File: config.mk
export PLATFORM = sky130hd
export DESIGN_NAME = alu_subsystem
export DESIGN_NICKNAME = d
export VERILOG_FILES = /design/src/design/alu_pkg.sv /design/src/design/issue_if.sv /design/src/design/axil_cmd_port.sv /design/src/design/reg_file.sv /design/src/design/alu_32.sv /design/src/design/exec_pipeline.sv /design/src/design/alu_subsystem.sv
export VERILOG_INCLUDE_DIRS = /design/src /design/src/include
export SDC_FILE = /design/constraint.sdc
export NUM_CORES = 2
export LEC_CHECK = 0
export BUFFER_PORTS_ARGS = -buffer_cell sky130_fd_sc_hd__buf_2
export CORE_UTILIZATION = 38
export CTS_BUF_LIST = sky130_fd_sc_hd__clkbuf_16
export DETAILED_ROUTE_END_ITERATION = 10
export PLACE_DENSITY_LB_ADDON = 0.08
export SLEW_MARGIN = 10
export SYNTH_ARGS = -nofsm -noshare
export SYNTH_HDL_FRONTEND = slang
export SYNTH_HIERARCHICAL = 1
export SYNTH_SLANG_ARGS = --single-unit
File: constraint.sdc
create_clock -name clock -period 4.6 [get_ports clock]
set_clock_uncertainty 0.05 [all_clocks]
set_input_delay 0.46 -clock clock [delete_from_list [all_inputs] [get_ports clock]]
set_output_delay 0.46 -clock clock [all_outputs]
set_load 0.02 [all_outputs]
File: src/include/alu_settings.svh
/* Execute unit settings
   Word size, register file size and the AXI4-Lite address map */

`ifndef ALU_SETTINGS_SVH
`define ALU_SETTINGS_SVH

////////////////////////////////////////
// Datapath

`define ALU_DATA_W 32   // Operand and register width
`define ALU_REG_N 32    // Register count, 5-bit index
`define ALU_CNT_W 16    // Completed instruction counter in status

////////////////////////////////////////
// AXI4-Lite map, byte addresses

`define ALU_AXI_ADDR_W 8
`define ALU_ADDR_INSTR 8'h00    // Instruction word
`define ALU_ADDR_STATUS 8'h04   // Flags and count
`define ALU_ADDR_REG_BASE 8'h80 // Registers 0..31 at 0x80..0xFC

`endif

File: src/design/alu_pkg.sv
/* Execute unit types
   Operation codes, issued instruction and ALU flags */

`include "alu_settings.svh"

package alu_pkg;

  // Register index, 5 bits for 32 registers
  typedef logic [$clog2(`ALU_REG_N)-1:0] reg_idx_t;

  // Operation codes, MIPS ALU control values
  typedef enum logic [3:0]
  {
    OP_AND  = 4'h0,
    OP_OR   = 4'h1,
    OP_ADD  = 4'h2,
    OP_SUB  = 4'h6,
    OP_SLT  = 4'h7,   // Signed set-less-than
    OP_NOR  = 4'hC,
    OP_LOAD = 4'hF    // Internal, writes imm to rd
  } alu_op_t;

  // One issued instruction
  typedef struct packed
  {
    alu_op_t                 op;
    reg_idx_t                rd;
    reg_idx_t                rs;
    reg_idx_t                rt;
    logic [`ALU_DATA_W-1:0]  imm;  // Load value only
  } alu_instr_t;

  // Flags of one result, status bits 2:0
  typedef struct packed
  {
    logic carry;     // Bit 2
    logic zero;      // Bit 1
    logic overflow;  // Bit 0
  } alu_flags_t;

endpackage

File: src/design/issue_if.sv
/* Instruction issue link
   Host port hands one instruction per valid pulse to the pipeline */

`timescale 1ns/10ps

interface issue_if
  import alu_pkg::*;
();

  logic       valid;  // One cycle per instruction, always taken
  alu_instr_t instr;
  logic       idle;   // No stage holds an instruction

  // Host side, AXI port
  modport host
  (
    output valid,
    output instr,
    input  idle
  );

  // Pipeline side
  modport pipe
  (
    input  valid,
    input  instr,
    output idle
  );

endinterface

File: src/design/axil_cmd_port.sv
/* AXI4-Lite command port
   Writes become instructions or loads, reads return registers or status */

`timescale 1ns/10ps

`include "alu_settings.svh"

module axil_cmd_port
  import alu_pkg::*;
(
  input  logic                          clock,
  input  logic                          reset,
  // Write address and data
  input  logic [`ALU_AXI_ADDR_W-1:0]    awaddr,
  input  logic                          awvalid,
  output logic                          awready,
  input  logic [`ALU_DATA_W-1:0]        wdata,
  input  logic [`ALU_DATA_W/8-1:0]      wstrb,
  input  logic                          wvalid,
  output logic                          wready,
  // Write response
  output logic [1:0]                    bresp,
  output logic                          bvalid,
  input  logic                          bready,
  // Read address and data
  input  logic [`ALU_AXI_ADDR_W-1:0]    araddr,
  input  logic                          arvalid,
  output logic                          arready,
  output logic [`ALU_DATA_W-1:0]        rdata,
  output logic [1:0]                    rresp,
  output logic                          rvalid,
  input  logic                          rready,
  // Pipeline side
  issue_if.host                         issue,
  output reg_idx_t                      host_raddr,
  input  logic [`ALU_DATA_W-1:0]        host_rdata,
  input  logic [`ALU_DATA_W-1:0]        status
);

  localparam logic [1:0] RESP_OKAY   = 2'b00;
  localparam logic [1:0] RESP_SLVERR = 2'b10;

  logic       wr_fire;       // AW and W handshake together
  logic       rd_fire;
  logic       aw_is_instr;
  logic       aw_is_reg;
  logic       strb_full;
  logic       op_ok;
  logic       wr_ok;
  alu_instr_t wr_instr;
  logic       ar_is_status;
  logic       ar_is_reg;

  ////////////////////////////////////////
  // Write decode

  // Both channels taken at once, only with no B pending
  assign awready = awvalid && wvalid && !bvalid;
  assign wready  = awready;
  assign wr_fire = awready && wready;

  assign aw_is_instr = (awaddr == `ALU_ADDR_INSTR);
  // Base is a single bit, so it doubles as the range mask
  assign aw_is_reg   = ((awaddr & `ALU_ADDR_REG_BASE) == `ALU_ADDR_REG_BASE) &&
                       (awaddr[1:0] == 2'b00);
  assign strb_full   = &wstrb;  // Partial words rejected

  always_comb
  begin
    case (wdata[3:0])
      OP_AND, OP_OR, OP_ADD, OP_SUB,
      OP_SLT, OP_NOR, OP_LOAD: op_ok = 1'b1;
      default:                 op_ok = 1'b0;
    endcase
  end

  assign wr_ok = strb_full && (aw_is_reg || (aw_is_instr && op_ok));

  // Instruction word fields, or a load for a register address
  always_comb
  begin
    wr_instr = '0;
    if (aw_is_reg)
    begin
      wr_instr.op  = OP_LOAD;
      wr_instr.rd  = awaddr[6:2];   // Word index within the register window
      wr_instr.imm = wdata;
    end
    else
    begin
      wr_instr.op = alu_op_t'(wdata[3:0]);
      wr_instr.rd = wdata[8:4];
      wr_instr.rs = wdata[13:9];
      wr_instr.rt = wdata[18:14];   // Load via the word clears rd, imm is zero
    end
  end

  always_ff @(posedge clock)
  begin
    if (reset)
    begin
      issue.valid <= 1'b0;
      bvalid      <= 1'b0;
    end
    else
    begin
      issue.valid <= wr_fire && wr_ok;  // Single cycle pulse
      if (wr_fire)
        bvalid <= 1'b1;
      else if (bready)
        bvalid <= 1'b0;
    end
  end

  always_ff @(posedge clock)
  begin
    if (wr_fire)
    begin
      bresp       <= wr_ok ? RESP_OKAY : RESP_SLVERR;
      issue.instr <= wr_instr;
    end
  end

  ////////////////////////////////////////
  // Read decode

  // Wait for an empty pipeline so earlier writes are visible
  assign arready    = arvalid && issue.idle && !rvalid;
  assign rd_fire    = arready;
  assign host_raddr = araddr[6:2];

  assign ar_is_status = (araddr == `ALU_ADDR_STATUS);
  assign ar_is_reg    = ((araddr & `ALU_ADDR_REG_BASE) == `ALU_ADDR_REG_BASE) &&
                        (araddr[1:0] == 2'b00);

  always_ff @(posedge clock)
  begin
    if (reset)
      rvalid <= 1'b0;
    else if (rd_fire)
      rvalid <= 1'b1;
    else if (rready)
      rvalid <= 1'b0;
  end

  // Data held while rvalid waits on rready
  always_ff @(posedge clock)
  begin
    if (rd_fire)
    begin
      rresp <= (ar_is_status || ar_is_reg) ? RESP_OKAY : RESP_SLVERR;
      if (ar_is_status)
        rdata <= status;
      else if (ar_is_reg)
        rdata <= host_rdata;
      else
        rdata <= '0;
    end
  end

  // B response held under back-pressure
  a_bresp_hold: assert property (@(posedge clock) disable iff (reset)
    bvalid && !bready |=> bvalid && $stable(bresp));

  // Issue is a pulse, the pipeline never stalls it
  a_issue_pulse: assert property (@(posedge clock) disable iff (reset)
    issue.valid |=> !issue.valid);

endmodule

File: src/design/reg_file.sv
/* Register file, 32 words
   Two pipeline read ports, one host read port, one write port, r0 is zero */

`timescale 1ns/10ps

`include "alu_settings.svh"

module reg_file
  import alu_pkg::*;
(
  input  logic                      clock,
  input  logic                      reset,
  input  reg_idx_t                  ra_idx,   // rs
  input  reg_idx_t                  rb_idx,   // rt
  input  reg_idx_t                  rh_idx,   // Host
  output logic [`ALU_DATA_W-1:0]    ra_data,
  output logic [`ALU_DATA_W-1:0]    rb_data,
  output logic [`ALU_DATA_W-1:0]    rh_data,
  input  logic                      we,
  input  reg_idx_t                  wr_idx,
  input  logic [`ALU_DATA_W-1:0]    wr_data
);

  logic [`ALU_DATA_W-1:0] regs [`ALU_REG_N];

  // Synchronous write, r0 never written
  always_ff @(posedge clock)
  begin
    if (reset)
    begin
      for (int i = 0; i < `ALU_REG_N; i++)
        regs[i] <= '0;
    end
    else if (we && (wr_idx != '0))
    begin
      regs[wr_idx] <= wr_data;
    end
  end

  ////////////////////////////////////////
  // Combinational reads

  // r0 forced to zero on every port
  assign ra_data = (ra_idx == '0) ? '0 : regs[ra_idx];
  assign rb_data = (rb_idx == '0) ? '0 : regs[rb_idx];
  assign rh_data = (rh_idx == '0) ? '0 : regs[rh_idx];

endmodule

File: src/design/alu_32.sv
/* 32-bit ALU
   and, or, add, sub, slt, nor and the load pass-through, with flags */

`timescale 1ns/10ps

`include "alu_settings.svh"

module alu_32
  import alu_pkg::*;
(
  input  alu_op_t                   op,
  input  logic [`ALU_DATA_W-1:0]    a,
  input  logic [`ALU_DATA_W-1:0]    b,
  input  logic [`ALU_DATA_W-1:0]    imm,
  output logic [`ALU_DATA_W-1:0]    result,
  output alu_flags_t                flags
);

  logic                       is_sub;
  logic                       is_arith;  // add or sub
  logic [`ALU_DATA_W-1:0]     b_eff;
  logic [`ALU_DATA_W:0]       sum;       // Top bit is carry out

  ////////////////////////////////////////
  // Shared adder

  assign is_sub   = (op == OP_SUB);
  assign is_arith = (op == OP_ADD) || is_sub;

  // Subtract as a + ~b + 1
  assign b_eff = is_sub ? ~b : b;
  assign sum   = {1'b0, a} + {1'b0, b_eff} + {{`ALU_DATA_W{1'b0}}, is_sub};

  always_comb
  begin
    case (op)
      OP_AND:         result = a & b;
      OP_OR:          result = a | b;
      OP_ADD, OP_SUB: result = sum[`ALU_DATA_W-1:0];
      OP_SLT:         result = {{(`ALU_DATA_W-1){1'b0}}, ($signed(a) < $signed(b))};
      OP_NOR:         result = ~(a | b);
      OP_LOAD:        result = imm;       // Immediate straight through
      default:        result = '0;
    endcase
  end

  ////////////////////////////////////////
  // Flags

  assign flags.zero  = (result == '0);
  // For sub, carry set means no borrow
  assign flags.carry = is_arith && sum[`ALU_DATA_W];
  // Same-sign operands, result sign differs
  assign flags.overflow = is_arith &&
                          (a[`ALU_DATA_W-1] == b_eff[`ALU_DATA_W-1]) &&
                          (sum[`ALU_DATA_W-1] != a[`ALU_DATA_W-1]);

endmodule

File: src/design/exec_pipeline.sv
/* Three stage execute pipeline
   Register read, ALU execute and writeback, with forwarding and status */

`timescale 1ns/10ps

`include "alu_settings.svh"

module exec_pipeline
  import alu_pkg::*;
(
  input  logic                      clock,
  input  logic                      reset,
  issue_if.pipe                     issue,
  input  reg_idx_t                  host_raddr,
  output logic [`ALU_DATA_W-1:0]    host_rdata,
  output logic [`ALU_DATA_W-1:0]    status
);

  logic [`ALU_DATA_W-1:0] ra_data, rb_data;   // Register file outputs
  logic [`ALU_DATA_W-1:0] fwd_a, fwd_b;       // After forwarding
  logic                   ex_hit_a, ex_hit_b, wb_hit_a, wb_hit_b;
  // Execute stage
  logic                   ex_valid;
  alu_op_t                ex_op;
  reg_idx_t               ex_rd;
  logic [`ALU_DATA_W-1:0] ex_a, ex_b, ex_imm;
  logic [`ALU_DATA_W-1:0] alu_result;
  alu_flags_t             alu_flags;
  // Writeback stage
  logic                   wb_valid;
  reg_idx_t               wb_rd;
  logic [`ALU_DATA_W-1:0] wb_result;
  alu_flags_t             wb_flags;
  // Status
  alu_flags_t             flags_q;
  logic [`ALU_CNT_W-1:0]  count_q;

  reg_file i_reg_file
  (
    .clock   (clock),
    .reset   (reset),
    .ra_idx  (issue.instr.rs),
    .rb_idx  (issue.instr.rt),
    .rh_idx  (host_raddr),
    .ra_data (ra_data),
    .rb_data (rb_data),
    .rh_data (host_rdata),
    .we      (wb_valid),
    .wr_idx  (wb_rd),
    .wr_data (wb_result)
  );

  ////////////////////////////////////////
  // Read stage, fed by the issue pulse

  // Newest result wins, r0 never forwarded
  assign ex_hit_a = ex_valid && (ex_rd != '0) && (ex_rd == issue.instr.rs);
  assign ex_hit_b = ex_valid && (ex_rd != '0) && (ex_rd == issue.instr.rt);
  assign wb_hit_a = wb_valid && (wb_rd != '0) && (wb_rd == issue.instr.rs);
  assign wb_hit_b = wb_valid && (wb_rd != '0) && (wb_rd == issue.instr.rt);

  assign fwd_a = ex_hit_a ? alu_result : (wb_hit_a ? wb_result : ra_data);
  assign fwd_b = ex_hit_b ? alu_result : (wb_hit_b ? wb_result : rb_data);

  ////////////////////////////////////////
  // Execute and writeback stages

  alu_32 i_alu
  (
    .op     (ex_op),
    .a      (ex_a),
    .b      (ex_b),
    .imm    (ex_imm),
    .result (alu_result),
    .flags  (alu_flags)
  );

  always_ff @(posedge clock)
  begin
    if (reset)
    begin
      ex_valid <= 1'b0;
      wb_valid <= 1'b0;
      flags_q  <= '0;
      count_q  <= '0;
    end
    else
    begin
      ex_valid <= issue.valid;
      wb_valid <= ex_valid;
      if (wb_valid)
      begin
        flags_q <= wb_flags;          // Last completed instruction
        count_q <= count_q + 1'b1;
      end
    end
  end

  // Stage payloads
  always_ff @(posedge clock)
  begin
    ex_op     <= issue.instr.op;
    ex_rd     <= issue.instr.rd;
    ex_a      <= fwd_a;
    ex_b      <= fwd_b;
    ex_imm    <= issue.instr.imm;
    wb_rd     <= ex_rd;
    wb_result <= alu_result;
    wb_flags  <= alu_flags;
  end

  assign issue.idle = !(issue.valid || ex_valid || wb_valid);
  assign status     = {count_q, {(`ALU_DATA_W-`ALU_CNT_W-3){1'b0}}, flags_q};

  // Nothing retires while idle, so host reads see settled status
  a_idle_settled: assert property (@(posedge clock) disable iff (reset)
    issue.idle |=> $stable(status));

endmodule

File: src/design/alu_subsystem.sv
/* Execute unit top level
   AXI4-Lite command port driving the three stage pipeline */

`timescale 1ns/10ps

`include "alu_settings.svh"

module alu_subsystem
  import alu_pkg::*;
(
  input  logic                          clock,
  input  logic                          reset,
  input  logic [`ALU_AXI_ADDR_W-1:0]    awaddr,
  input  logic                          awvalid,
  output logic                          awready,
  input  logic [`ALU_DATA_W-1:0]        wdata,
  input  logic [`ALU_DATA_W/8-1:0]      wstrb,
  input  logic                          wvalid,
  output logic                          wready,
  output logic [1:0]                    bresp,
  output logic                          bvalid,
  input  logic                          bready,
  input  logic [`ALU_AXI_ADDR_W-1:0]    araddr,
  input  logic                          arvalid,
  output logic                          arready,
  output logic [`ALU_DATA_W-1:0]        rdata,
  output logic [1:0]                    rresp,
  output logic                          rvalid,
  input  logic                          rready
);

  reg_idx_t               host_raddr;   // Host register read path
  logic [`ALU_DATA_W-1:0] host_rdata;
  logic [`ALU_DATA_W-1:0] status;

  issue_if issue ();

  axil_cmd_port i_cmd_port
  (
    .clock      (clock),
    .reset      (reset),
    .awaddr     (awaddr),
    .awvalid    (awvalid),
    .awready    (awready),
    .wdata      (wdata),
    .wstrb      (wstrb),
    .wvalid     (wvalid),
    .wready     (wready),
    .bresp      (bresp),
    .bvalid     (bvalid),
    .bready     (bready),
    .araddr     (araddr),
    .arvalid    (arvalid),
    .arready    (arready),
    .rdata      (rdata),
    .rresp      (rresp),
    .rvalid     (rvalid),
    .rready     (rready),
    .issue      (issue),
    .host_raddr (host_raddr),
    .host_rdata (host_rdata),
    .status     (status)
  );

  exec_pipeline i_pipeline
  (
    .clock      (clock),
    .reset      (reset),
    .issue      (issue),
    .host_raddr (host_raddr),
    .host_rdata (host_rdata),
    .status     (status)
  );

endmodule

==> impl_metrics.json <==
{
  "yosys.area.top_type_share": 0.433,
  "dp_slack_ns": 0.218,
  "power-per-cell-area_mw_per_mm2": 350,
  "die_x_um": 452,
  "cp.buffers_inverters": 1,
  "grt_pass1_wl_mm": 432,
  "cp_cell_sequence": "and4bb_2 > buf_12 > xnor2_1 > ha_1 > nand4_1 > or2_2 > a211o_1 > a21o_1 > a311oi_2 > mux2i_1 > o211ai_1 > or3_1 > or3_1 > nor2_1",
  "cp_slowest_cell": "sky130_fd_sc_hd__a311oi_2",
  "synth_most_common_cell": "sky130_fd_sc_hd__edfxtp_1",
  "multi_input_gate_area_in_the_final_layout_sq_mm": 0.0376,
  "cpPeakStageDelay_ns": 0.50,
  "antenna_found_initial": 15,
  "wl_per_cell_um": 36.2,
  "required_time_of_the_worst_setup_path_ns": 5.32,
  "netlist.top_cell.by_area": "sky130_fd_sc_hd__edfxtp_1",
  "clkSinkCount": 1278,
  "port_buffers": 97,
  "final.fill_count": 17900,
  "final_nets": 6060,
  "detail_route.drc_violations": 0,
  "grt_setup_unrepaired": "no",
  "timing_worst_setup_path_type": "reg -> reg",
  "dp_hpwl_mm": 207,
  "cts_tree": "done",
  "grt_max_degree": 78,
  "cap_violations": 0,
  "std_cell_rows": 164,
  "die_h_um": 452,
  "irDropWorstVdd_mv": 0.345,
  "power.static_leakage_nw": 32.3,
  "critPathArrivalTime_ns": 5.09,
  "async_set_reset_flop_share_out_of_synthesis": 0,
  "start_kind": "register",
  "starting_density_of_the_core": 0.383,
  "setup_viol": 0,
  "register_area_sq_mm": 0.0367,
  "worst_setup_path_end_kind": "register",
  "synth.distinct_cells": 95,
  "grt.overflow.total": 0,
  "cts_buffer_depth": 3,
  "postSynthCellCount": 5726,
  "yosys_most_used_dff": "sky130_fd_sc_hd__edfxtp_1",
  "grt.total_usage": 0.303,
  "syn_area_per_cell_sq_um": 13.4,
  "setup_tns_ns": 0,
  "final.period_utilization": 0.950,
  "die_area_sq_mm": 0.204,
  "crit_fanout": 28,
  "synth_edf_count": 1109,
  "worst_path_dominant_cell_family": "simple AND/OR/NAND/NOR gates",
  "worst_setup_hold_path_clk_slew_ns": 0.06,
  "clk_latency_ns": 0.84,
  "timing.hold.worst.class": "in -> reg",
  "run_status": "finished clean",
  "ant_nets": 0,
  "drt-vias-per-instance": 6.24,
  "timing.final.max_slew_violations": 0,
  "worst_slew_pin_slew_ns": 1.28,
  "timing.critical_path.mode_cell": "sky130_fd_sc_hd__or3_1",
  "h_tree_levels": 4,
  "area_growth_syn_to_layout_pct": 13.5,
  "wl_mm": 313,
  "detailedRoute.firstIterationViolations": 6488,
  "globalplace.congestion": 0.895,
  "synth-seq-cells": 1278,
  "core-area_sq_mm": 0.200,
  "netlist_area_sq_mm": 0.0769,
  "period_needed_ns": 4.37,
  "dr.pass1.iters": 6,
  "final.setup.worst_slack_ns": 0.230,
  "overall_via_count_from_detail_route": 53900,
  "design.portCount": 100,
  "relSlewSlack": 0.147,
  "fin_hold_ws_ns": 0.0586,
  "finalHoldViolations": 0,
  "cts_buffers": 155,
  "clk_root_buf": "sky130_fd_sc_hd__clkbuf_16",
  "yosysWarningCount": 6,
  "layout-drive-gt1-share": 0.257,
  "max_freq_mhz": 229,
  "total_power_mw": 30.5,
  "synth_seq_area_share": 0.477,
  "first_global_vias": 53000,
  "yosys-top-cells-count": "1109 x sky130_fd_sc_hd__edfxtp_1, 1047 x sky130_fd_sc_hd__and2_1, 659 x sky130_fd_sc_hd__mux4_2",
  "yosys-top-cells-area": "sky130_fd_sc_hd__edfxtp_1 43%, sky130_fd_sc_hd__mux4_2 19%, sky130_fd_sc_hd__and2_1 8.5%"
}
[logic make-up (layout without fill, tap and decap cells)]
| kind of cell | after synthesis | in the layout | share of synthesized area |
|---|---|---|---|
| fa+ha+maj | 136 | 136 | 0.0222 |
| compound gates | 757 | 757 | 0.0707 |
| mux | 1089 | 1089 | 0.250 |
| other cells | 3 | 54 | 0.000146 |
| buf+inv | 669 | 886 | 0.0409 |
| xor+xnor | 72 | 72 | 0.00820 |
| simple gates | 1722 | 1722 | 0.130 |
| flops | 1278 | 1278 | 0.477 |
[flip-flops by register name, indices dropped and copies added (netlist names), 3 cells and up]
signal,flops
i_pipeline/i_reg_file/regs,1024
i_cmd_port/issue.instr,51
i_cmd_port/rdata,32
i_pipeline/ex_a,32
i_pipeline/ex_b,32
i_pipeline/ex_imm,32
i_pipeline/wb_result,32
i_pipeline/count_q,16
i_pipeline/ex_rd,5
i_pipeline/wb_rd,5
i_pipeline/ex_op,4
i_pipeline/status,3
i_pipeline/wb_flags,3
[cell type report]
type,instances,area share
tap,2656,0.0381
antenna,7,0.000201
clock inverter,117,0.00834
inverter,86,0.00370
sequential,1278,0.420
multi-input combinational,3823,0.431
timing repair buffer,521,0.0520
clock buffer,162,0.0465
[path summary, 6_finish.rpt]
check / endpoint / startpoint / slack [ns] / cells past startpoint
hold / removal: i_cmd_port/issue.instr[34] / awaddr[0] / 0.06 / 3
setup / recovery: i_pipeline/wb_flags[1] / i_pipeline/ex_op[3] / 0.23 / 14
setup reg to reg: i_pipeline/wb_flags[1] / i_pipeline/ex_op[3] / 0.23 / 14
hold reg to reg: i_pipeline/ex_imm[0] / i_cmd_port/issue.instr[0] / 0.29 / 0
[report_power, final]
group          internal [mW]  switching [mW]  total, mW
clock network           6.73            5.14       11.9
logic                   1.97            3.17       5.14
registers               13.1           0.448       13.5
[routing by layer]
metal	track usage	routed length, um	vias up
met5	0	23	-
met4	0.0906	9450	4
met3	0.0533	26200	477
met2	0.490	147000	2787
met1	0.416	131000	28300
li1	-	-	22400
[timing repair]
item,4_1_cts,5_1_grt
buffers inserted,0,0
hold buffers,47,0
endpoints found under the hold margin,72,0
resized for setup,0,0
[layout by cell type, fill, tap and decap left out, drive strengths merged, types with 141 or more instances in the layout]
master     n
buf      474
clkbuf   162
dfxtp    169
edfxtp  1109
and2    1047
mux2i    354
nor2     161
mux4     659
nand2    141
[stage by stage]
step,std cells,util,area [sq um]
2_1_floorplan,5770,-,77000
3_3_place_gp,8317,0.409,82000
3_5_place_dp,8317,0.409,82000
4_1_cts,8643,0.435,87300
5_1_grt,8643,0.435,87300
6_report,8650,0.435,87300
[tightest hold or removal path: cells and delay by family]
family        cells  cell delay [ns]
buf+inv           1             0.11
simple gates      2             0.24
(Power assumes the default switching activity.)
